**config.mk**
```make
export PLATFORM = sky130hd
export DESIGN_NAME = uart
export DESIGN_NICKNAME = d
export VERILOG_FILES = /design/src/logic/uart_pkg.sv /design/src/logic/uart.sv /design/src/logic/uart_bank.sv /design/src/logic/uart_fifo.sv /design/src/logic/uart_fsm.sv /design/src/logic/uart_rx.sv /design/src/logic/uart_tx.sv
export SDC_FILE = /design/constraint.sdc
export NUM_CORES = 1
export LEC_CHECK = 0
export BUFFER_PORTS_ARGS = -buffer_cell sky130_fd_sc_hd__buf_2
export CAP_MARGIN = 10
export CORE_ASPECT_RATIO = 0.6
export CORE_MARGIN = 3
export CORE_UTILIZATION = 61
export CTS_CLUSTER_DIAMETER = 100
export DETAILED_ROUTE_END_ITERATION = 12
export MAX_ROUTING_LAYER = met4
export PLACE_DENSITY = 0.8
export SETUP_SLACK_MARGIN = 0.1
export SYNTH_ARGS = -nofsm -noshare
export SYNTH_HDL_FRONTEND = slang
export SYNTH_SLANG_ARGS = --single-unit
export TNS_END_PERCENT = 20
```
**constraint.sdc**
```tcl
create_clock -name clock -period 4.3 [get_ports clock]
set_clock_uncertainty 0.15 [all_clocks]
set_input_delay 0.43 -clock clock [delete_from_list [all_inputs] [get_ports clock]]
set_output_delay 0.43 -clock clock [all_outputs]
set_load 0.01 [all_outputs]
```
**src/logic/uart_pkg.sv**
```systemverilog
package uart_pkg;

  // FIFO sizing
  localparam int fifo_depth  = 8;
  localparam int level_width = 4;
  localparam int cnt_width   = 3;

  // Register word indices
  localparam logic [2:0] reg_txdata = 3'd0;
  localparam logic [2:0] reg_rxdata = 3'd1;
  localparam logic [2:0] reg_txctrl = 3'd2;
  localparam logic [2:0] reg_rxctrl = 3'd3;
  localparam logic [2:0] reg_ie     = 3'd4;
  localparam logic [2:0] reg_ip     = 3'd5;
  localparam logic [2:0] reg_div    = 3'd6;

  // Field positions
  localparam int flag_bit = 31;
  localparam int cnt_lsb  = 16;

  localparam logic [15:0] div_reset = 16'd3;

  // Bus sequencer states
  typedef enum logic [1:0] {
    bus_idle,
    bus_access,
    bus_ack
  } bus_state_t;

endpackage

```
**src/logic/uart.sv**
```systemverilog
module uart (
  input  logic        clock,
  input  logic        reset,
  input  logic        cyc,
  input  logic        stb,
  input  logic        we,
  input  logic [2:0]  adr,
  input  logic [31:0] dat_i,
  output logic [31:0] dat_o,
  output logic        ack,
  input  logic        rxd,
  output logic        txd,
  output logic        interrupt
);
  import uart_pkg::*;

  logic                   capture;
  logic                   bank_wr;
  logic                   bank_rd;
  logic [2:0]             adr_q;
  logic [31:0]            dat_q;
  logic                   txen;
  logic                   rxen;
  logic                   nstop;
  logic [15:0]            div;
  logic                   tx_push;
  logic [7:0]             tx_push_data;
  logic                   tx_pop;
  logic [7:0]             tx_head;
  logic [level_width-1:0] tx_level;
  logic                   tx_full;
  logic                   tx_empty;
  logic                   rx_push;
  logic [7:0]             rx_byte;
  logic                   rx_pop;
  logic [7:0]             rx_pop_data;
  logic [level_width-1:0] rx_level;
  logic                   rx_empty;

  // Bus inputs registered ahead of the bank
  always_ff @(posedge clock) begin
    if (capture) begin
      adr_q <= adr;
      dat_q <= dat_i;
    end
  end

  uart_fsm fsm (
    .clock(clock), .reset(reset), .cyc(cyc), .stb(stb), .we(we),
    .capture(capture), .bank_wr(bank_wr), .bank_rd(bank_rd), .ack(ack)
  );

  uart_bank bank (
    .clock(clock), .reset(reset), .bank_wr(bank_wr), .bank_rd(bank_rd),
    .addr(adr_q), .wr_data(dat_q), .rd_data(dat_o),
    .txen(txen), .rxen(rxen), .nstop(nstop), .div(div),
    .tx_push(tx_push), .tx_push_data(tx_push_data),
    .rx_pop(rx_pop), .rx_pop_data(rx_pop_data),
    .tx_level(tx_level), .tx_full(tx_full),
    .rx_level(rx_level), .rx_empty(rx_empty), .interrupt(interrupt)
  );

  uart_fifo tx_fifo (
    .clock(clock), .reset(reset), .push(tx_push), .push_data(tx_push_data),
    .pop(tx_pop), .pop_data(tx_head), .level(tx_level),
    .full(tx_full), .empty(tx_empty)
  );

  // Full flag of the receive side is not reported, overflow drops bytes
  uart_fifo rx_fifo (
    .clock(clock), .reset(reset), .push(rx_push), .push_data(rx_byte),
    .pop(rx_pop), .pop_data(rx_pop_data), .level(rx_level),
    .full(), .empty(rx_empty)
  );

  uart_tx serial_tx (
    .clock(clock), .reset(reset), .txen(txen), .nstop(nstop), .div(div),
    .fifo_empty(tx_empty), .fifo_data(tx_head), .tx_pop(tx_pop), .txd(txd)
  );

  uart_rx serial_rx (
    .clock(clock), .reset(reset), .rxen(rxen), .div(div), .rxd(rxd),
    .rx_push(rx_push), .rx_data(rx_byte)
  );

endmodule

```
**src/logic/uart_bank.sv**
```systemverilog
module uart_bank (
  input  logic                             clock,
  input  logic                             reset,
  input  logic                             bank_wr,
  input  logic                             bank_rd,
  input  logic [2:0]                       addr,
  input  logic [31:0]                      wr_data,
  output logic [31:0]                      rd_data,
  output logic                             txen,
  output logic                             rxen,
  output logic                             nstop,
  output logic [15:0]                      div,
  output logic                             tx_push,
  output logic [7:0]                       tx_push_data,
  output logic                             rx_pop,
  input  logic [7:0]                       rx_pop_data,
  input  logic [uart_pkg::level_width-1:0] tx_level,
  input  logic                             tx_full,
  input  logic [uart_pkg::level_width-1:0] rx_level,
  input  logic                             rx_empty,
  output logic                             interrupt
);
  import uart_pkg::*;

  logic [cnt_width-1:0] txcnt;
  logic [cnt_width-1:0] rxcnt;
  logic                 ie_txwm;
  logic                 ie_rxwm;
  logic                 txwm_pend;
  logic                 rxwm_pend;
  logic [31:0]          rd_next;

  // FIFO side effects happen only on the access strobe
  assign tx_push      = bank_wr && (addr == reg_txdata) && !tx_full;
  assign tx_push_data = wr_data[7:0];
  assign rx_pop       = bank_rd && (addr == reg_rxdata) && !rx_empty;

  // Strict comparisons against the watermark fields
  assign txwm_pend = tx_level < level_width'(txcnt);
  assign rxwm_pend = rx_level > level_width'(rxcnt);
  assign interrupt = (txwm_pend & ie_txwm) | (rxwm_pend & ie_rxwm);

  always_ff @(posedge clock) begin
    if (reset) begin
      txen    <= 1'b0;
      nstop   <= 1'b0;
      txcnt   <= '0;
      rxen    <= 1'b0;
      rxcnt   <= '0;
      ie_txwm <= 1'b0;
      ie_rxwm <= 1'b0;
      div     <= div_reset;
    end else if (bank_wr) begin
      case (addr)
        reg_txctrl: begin
          txen  <= wr_data[0];
          nstop <= wr_data[1];
          txcnt <= wr_data[cnt_lsb +: cnt_width];
        end
        reg_rxctrl: begin
          rxen  <= wr_data[0];
          rxcnt <= wr_data[cnt_lsb +: cnt_width];
        end
        reg_ie: begin
          ie_txwm <= wr_data[0];
          ie_rxwm <= wr_data[1];
        end
        reg_div: begin
          div <= wr_data[15:0];
        end
        default: ;
      endcase
    end
  end

  always_comb begin
    rd_next = '0;
    case (addr)
      reg_txdata: rd_next[flag_bit] = tx_full;
      reg_rxdata: begin
        rd_next[flag_bit] = rx_empty;
        if (!rx_empty) begin
          rd_next[7:0] = rx_pop_data;
        end
      end
      reg_txctrl: begin
        rd_next[0]                     = txen;
        rd_next[1]                     = nstop;
        rd_next[cnt_lsb +: cnt_width]  = txcnt;
      end
      reg_rxctrl: begin
        rd_next[0]                     = rxen;
        rd_next[cnt_lsb +: cnt_width]  = rxcnt;
      end
      reg_ie:     rd_next[1:0] = {ie_rxwm, ie_txwm};
      reg_ip:     rd_next[1:0] = {rxwm_pend, txwm_pend};
      reg_div:    rd_next[15:0] = div;
      default:    rd_next = '0;
    endcase
  end

  // Held until the next read, valid during ack
  always_ff @(posedge clock) begin
    if (bank_rd) begin
      rd_data <= rd_next;
    end
  end

endmodule

```
**src/logic/uart_fifo.sv**
```systemverilog
module uart_fifo (
  input  logic                            clock,
  input  logic                            reset,
  input  logic                            push,
  input  logic [7:0]                      push_data,
  input  logic                            pop,
  output logic [7:0]                      pop_data,
  output logic [uart_pkg::level_width-1:0] level,
  output logic                            full,
  output logic                            empty
);
  import uart_pkg::*;

  logic [7:0]                    mem [fifo_depth];
  logic [$clog2(fifo_depth)-1:0] wr_ptr;
  logic [$clog2(fifo_depth)-1:0] rd_ptr;
  logic                          do_push;
  logic                          do_pop;

  assign full     = (level == level_width'(fifo_depth));
  assign empty    = (level == '0);
  assign do_push  = push & ~full;
  assign do_pop   = pop & ~empty;
  assign pop_data = mem[rd_ptr];

  // Pointers wrap naturally, depth is a power of two
  always_ff @(posedge clock) begin
    if (reset) begin
      wr_ptr <= '0;
      rd_ptr <= '0;
      level  <= '0;
    end else begin
      if (do_push) begin
        wr_ptr <= wr_ptr + 1'b1;
      end
      if (do_pop) begin
        rd_ptr <= rd_ptr + 1'b1;
      end
      if (do_push && !do_pop) begin
        level <= level + 1'b1;
      end else if (do_pop && !do_push) begin
        level <= level - 1'b1;
      end
    end
  end

  always_ff @(posedge clock) begin
    if (do_push) begin
      mem[wr_ptr] <= push_data;
    end
  end

endmodule

```
**src/logic/uart_fsm.sv**
```systemverilog
module uart_fsm (
  input  logic clock,
  input  logic reset,
  input  logic cyc,
  input  logic stb,
  input  logic we,
  output logic capture,
  output logic bank_wr,
  output logic bank_rd,
  output logic ack
);
  import uart_pkg::*;

  bus_state_t state;
  bus_state_t state_next;
  logic       request;
  logic       we_q;

  assign request = cyc & stb;
  assign capture = (state == bus_idle) && request;

  // One strobe per bus cycle, direction latched with the request
  assign bank_wr = (state == bus_access) && we_q;
  assign bank_rd = (state == bus_access) && !we_q;
  assign ack     = (state == bus_ack);

  always_comb begin
    state_next = state;
    case (state)
      bus_idle: begin
        if (request) begin
          state_next = bus_access;
        end
      end
      bus_access: state_next = bus_ack;
      bus_ack:    state_next = bus_idle;
      default:    state_next = bus_idle;
    endcase
  end

  always_ff @(posedge clock) begin
    if (reset) begin
      state <= bus_idle;
    end else begin
      state <= state_next;
    end
  end

  always_ff @(posedge clock) begin
    if (capture) begin
      we_q <= we;
    end
  end

endmodule

```
**src/logic/uart_rx.sv**
```systemverilog
module uart_rx (
  input  logic        clock,
  input  logic        reset,
  input  logic        rxen,
  input  logic [15:0] div,
  input  logic        rxd,
  output logic        rx_push,
  output logic [7:0]  rx_data
);

  logic        rxd_meta;
  logic        rxd_sync;
  logic        rxd_last;
  logic        busy;
  logic [15:0] baud_cnt;
  logic [3:0]  bit_idx;
  logic [7:0]  shift;
  logic        start_edge;
  logic        sample;

  assign start_edge = ~busy & rxd_last & ~rxd_sync;
  assign sample     = busy && (baud_cnt == '0);
  assign rx_data    = shift;

  // Line idles high
  always_ff @(posedge clock) begin
    if (reset) begin
      rxd_meta <= 1'b1;
      rxd_sync <= 1'b1;
      rxd_last <= 1'b1;
    end else begin
      rxd_meta <= rxd;
      rxd_sync <= rxd_meta;
      rxd_last <= rxd_sync;
    end
  end

  // bit_idx 0 is the start bit, 1 to 8 data, 9 the stop bit
  always_ff @(posedge clock) begin
    if (reset) begin
      busy     <= 1'b0;
      baud_cnt <= '0;
      bit_idx  <= '0;
      rx_push  <= 1'b0;
    end else begin
      rx_push <= 1'b0;
      if (start_edge) begin
        busy     <= 1'b1;
        baud_cnt <= {1'b0, div[15:1]};
        bit_idx  <= '0;
      end else if (sample) begin
        baud_cnt <= div;
        bit_idx  <= bit_idx + 4'd1;
        if (bit_idx == 4'd0 && rxd_sync) begin
          // Glitch, not a real start bit
          busy <= 1'b0;
        end else if (bit_idx == 4'd9) begin
          busy    <= 1'b0;
          rx_push <= rxd_sync & rxen;
        end
      end else if (busy) begin
        baud_cnt <= baud_cnt - 16'd1;
      end
    end
  end

  always_ff @(posedge clock) begin
    if (sample && bit_idx >= 4'd1 && bit_idx <= 4'd8) begin
      shift <= {rxd_sync, shift[7:1]};
    end
  end

endmodule

```
**src/logic/uart_tx.sv**
```systemverilog
module uart_tx (
  input  logic        clock,
  input  logic        reset,
  input  logic        txen,
  input  logic        nstop,
  input  logic [15:0] div,
  input  logic        fifo_empty,
  input  logic [7:0]  fifo_data,
  output logic        tx_pop,
  output logic        txd
);

  logic        busy;
  logic [15:0] baud_cnt;
  logic [3:0]  bits_left;
  logic [8:0]  shift;
  logic        bit_done;

  // Fetch a new byte only between frames
  assign tx_pop   = ~busy & txen & ~fifo_empty;
  assign bit_done = busy && (baud_cnt == '0);
  assign txd      = busy ? shift[0] : 1'b1;

  always_ff @(posedge clock) begin
    if (reset) begin
      busy      <= 1'b0;
      baud_cnt  <= '0;
      bits_left <= '0;
    end else if (tx_pop) begin
      busy      <= 1'b1;
      baud_cnt  <= div;
      // Start, eight data bits and one or two stop bits
      bits_left <= nstop ? 4'd11 : 4'd10;
    end else if (bit_done) begin
      baud_cnt  <= div;
      bits_left <= bits_left - 4'd1;
      if (bits_left == 4'd1) begin
        busy <= 1'b0;
      end
    end else if (busy) begin
      baud_cnt <= baud_cnt - 16'd1;
    end
  end

  // Ones shift in from the top to form the stop bits
  always_ff @(posedge clock) begin
    if (tx_pop) begin
      shift <= {fifo_data, 1'b0};
    end else if (bit_done) begin
      shift <= {1'b1, shift[8:1]};
    end
  end

endmodule

```
==> results.md <==
- Post-synth EDFFs: 187
- Number of remaining DRC errors: 0
- Compound-Gate Fraction of Synth Area: 0.0832
- Final hold viol count: 0
- Largest area contributor in the netlist: edfxtp_1
- #FFs+latches synth: 289
- Via-per-instance ratio: 6.17
- Synth Area in XOR/XNOR: 0.0189
- Worst-Skew Late Latency: 0.56 ns
- Clock Root Buffer: clkbuf_16
- Avg Cell Area, Syn: 12.7 µm²
- CTS buffer count: 26
- Worst Reg-to-Reg Cells: 12
- Max Freq: 296 MHz
- Worst-Margin Slew: 1.13 ns
- Ant diodes: 0
- DP Cell Count: 1,271
- Worst setup startpoint: tx_fifo.level[0]$_SDFFE_PP0P_
- Initial antenna violation count: 0
- Final GP Congestion: 0.888
- Async S/R FF share, synth: 0
- Clk slew on worst S/H paths: 0.07 ns
- Post-synthesis sequential area ratio: 0.613
- CTS tree: done
- Total Nets Final: 1,125
- Die ar.: 22,300 µm²
- Multiplexer area fraction after synthesis: 0.0941
- DIE WIDTH: 191 µm
- Vias in the first global route: 7,844
- Unique masters post-synth: 81
- Fraction of the cycle the final worst path needs: 0.786
- Synth Warn #: 0
- Flop2flop setup slack: 0.92 ns
- Synth top area share: 0.450
- Post-Layout Cell Count: 1,343
- Pwr/cell area: 397 nW/µm²
- Starting Density: 0.638
- Initial DRC count: 969
- Final Critical Period: 3.38 ns
- Hold Path Class: input port to flop
- Final ANT Viol Nets: 0
- Via count: 8,286
- Per-cell routed wire length: 21.7 µm
- First-pass GRT wire length: 45,700 µm
- Simple-gate area share of the yosys netlist: 0.127
- Largest family of logic cells by synthesized area: simple AND/OR/NAND/NOR gates
- H-tree depth: 1
- Hold EP: fsm.state[0]$_SDFFE_PP0P_
- Synth Flop Type: edfxtp_1
- Critical R2R Capture: tx_fifo.level[3]$_SDFFE_PP0P_
- Core ar.: 19,600 µm²
- Commonest non-fill, non-tap cell in the layout: edfxtp_1
- Sink Count: 289
- CP arrival: 3.71 ns
- Share of cells above drive strength 1: 0.157
- Max transition margin: 0.241
- Resized cells post-CTS: 0
- 1st-pass router iterations: 5
- # hold bufs at CTS: 24
- WL final: 29,200 µm
- Worst Path Required: 4.63 ns
- Setup TNS: 0 ns
- Startpoint of the worst hold path: cyc
- Site Rows: 39
- Setup-failing EPs final: 0
- Final slew viol count: 0
- Post-CTS setup buffers: 0
- Max clock buf depth: 3
- Pin count of the biggest net entering global routing: 49
- Leakage: 4.96 nW
- CP Launch Type: flop
- Fin Hold WS: 0.150 ns
- Mapped cell area: 12,500 µm²
- Crit-path max FO: 16
- Peak supply drop: 0.332 mV
- Area Growth Syn to Fin: 12.5%
- Global route overflow: 0
- Synth top area cells: edfxtp_1, dfxtp_1, mux4_2, mux2i_1, nand2_1
- Chip height: 117 µm
- CP endpoint kind: flop
- Synth Instances: 986
- RSZ-0062 raised after global routing: no
- Worst R2R Start: tx_fifo.level[0]$_SDFFE_PP0P_
- Max Cap Viol: 0
- Total track usage: 0.277
- Port buffer count: 50
- Io pins: 76
- Commonest cells after routing, fill and taps aside: edfxtp_1, dfxtp_1, nand2_1
- Hold Path Depth: 3
- Adder-Cell Fraction of Synth Area: 0.0282
- Setup CP Type: flop to flop
- Status: finished, final reports clean
- Post-DP HPWL: 18,800 µm
area by class of cell:
| class | instances | area (µm²) |
|---|---|---|
| repair buffers | 96 | 656 |
| inverters | 31 | 118 |
| fillers | 1249 | 5510 |
| well taps | 266 | 333 |
| clock buffers | 35 | 714 |
| multi-input cells | 613 | 4440 |
| flip-flops and latches | 289 | 7660 |
| clock inverters | 13 | 143 |
flip-flops by register name, summed over array words and instances, names as in the netlist, 4 cells and up, named ones only:
name                 cells
rx_fifo.level            4
serial_rx.bit_idx        4
serial_tx.baud_cnt      16
tx_fifo.mem             64
serial_tx.bits_left      4
serial_rx.baud_cnt      16
serial_rx.rx_data        8
bank.rd_data            20
bank.div                16
dat_q                   19
tx_fifo.level            4
rx_fifo.mem             64
serial_tx.shift          9
synth_stat cells (all sizes together), types with 7 or more instances:
library cell    n
a311oi          8
nor4           15
mux2i          42
nor3           34
or2             7
xor2           15
buf            27
inv            30
mux4           32
ha             25
nand2          89
nand3          12
or3             9
and2           16
edfxtp        187
clkbuf         37
a21oi          42
o21ai          34
nand2b         18
nor2           80
xnor2          12
dfxtp         102
a211oi         19
per-layer routing:
| layer | vias up | global-route usage | part of all wire |
|---|---|---|---|
| li1 | 3776 | - | - |
| met1 | 4042 | 0.415 | 0.45 |
| met2 | 419 | 0.400 | 0.44 |
| met3 | 49 | 0.0542 | 0.096 |
| met4 | 0 | 0.0576 | 0.018 |
| met5 | - | - | 0 |
report_power, final:
| group | internal [W] | switching, W |
|---|---|---|
| sequential | 0.00296 | 0.0000352 |
| combinational | 0.000103 | 0.000148 |
| clock | 0.00130 | 0.00103 |
how the worst max path moves through the flow:
stage	end	slack (ns)	cells after the start
floorplan	rx_fifo.level[3]$_SDFFE_PP0P_	0.85	12
global placement	tx_fifo.level[3]$_SDFFE_PP0P_	1.13	12
detailed placement	tx_fifo.level[3]$_SDFFE_PP0P_	1.06	12
CTS	tx_fifo.level[3]$_SDFFE_PP0P_	0.98	12
global route	tx_fifo.level[3]$_SDFFE_PP0P_	0.72	12
finish	tx_fifo.level[3]$_SDFFE_PP0P_	0.92	12
stage by stage:
stage / setup WS (ns) / utilization / power, W / area, µm²
after global placement: 1.13 / 0.662 / 0.00328 / 13000
after global routing: 0.715 / 0.719 / 0.00574 / 14100
final: 0.922 / 0.719 / 0.00558 / 14100
after floorplan: 0.848 / - / 0.00323 / 12500
after CTS: 0.977 / 0.719 / 0.00558 / 14100
after detailed placement: 1.06 / 0.662 / 0.00328 / 13000
critical path, cell delays in order, from the launching register on:
cell and delay, ns:
dfxtp_1 0.39, o41ai_2 0.78, nor2_1 0.08, buf_4 0.24, inv_1 0.17, ha_1 0.22
inv_1 0.09, ha_1 0.28, a21o_1 0.17, a21oi_1 0.19, xnor2_1 0.10, or3_1 0.30
a21oi_1 0.14
kinds of logic (layout without fill, tap and decap cells):
| kind of cell | Yosys count | count (layout) |
|---|---|---|
| and+or+nand+nor | 315 | 315 |
| DFF | 289 | 289 |
| AOI/OAI and AO/OA | 155 | 155 |
| buffers and inverters | 95 | 175 |
| muxes | 77 | 77 |
| adders and majority gates | 27 | 27 |
| xor gates and xnor gates | 27 | 27 |
| other | 1 | 12 |
Note: power is estimated with default switching activity, not from simulation.
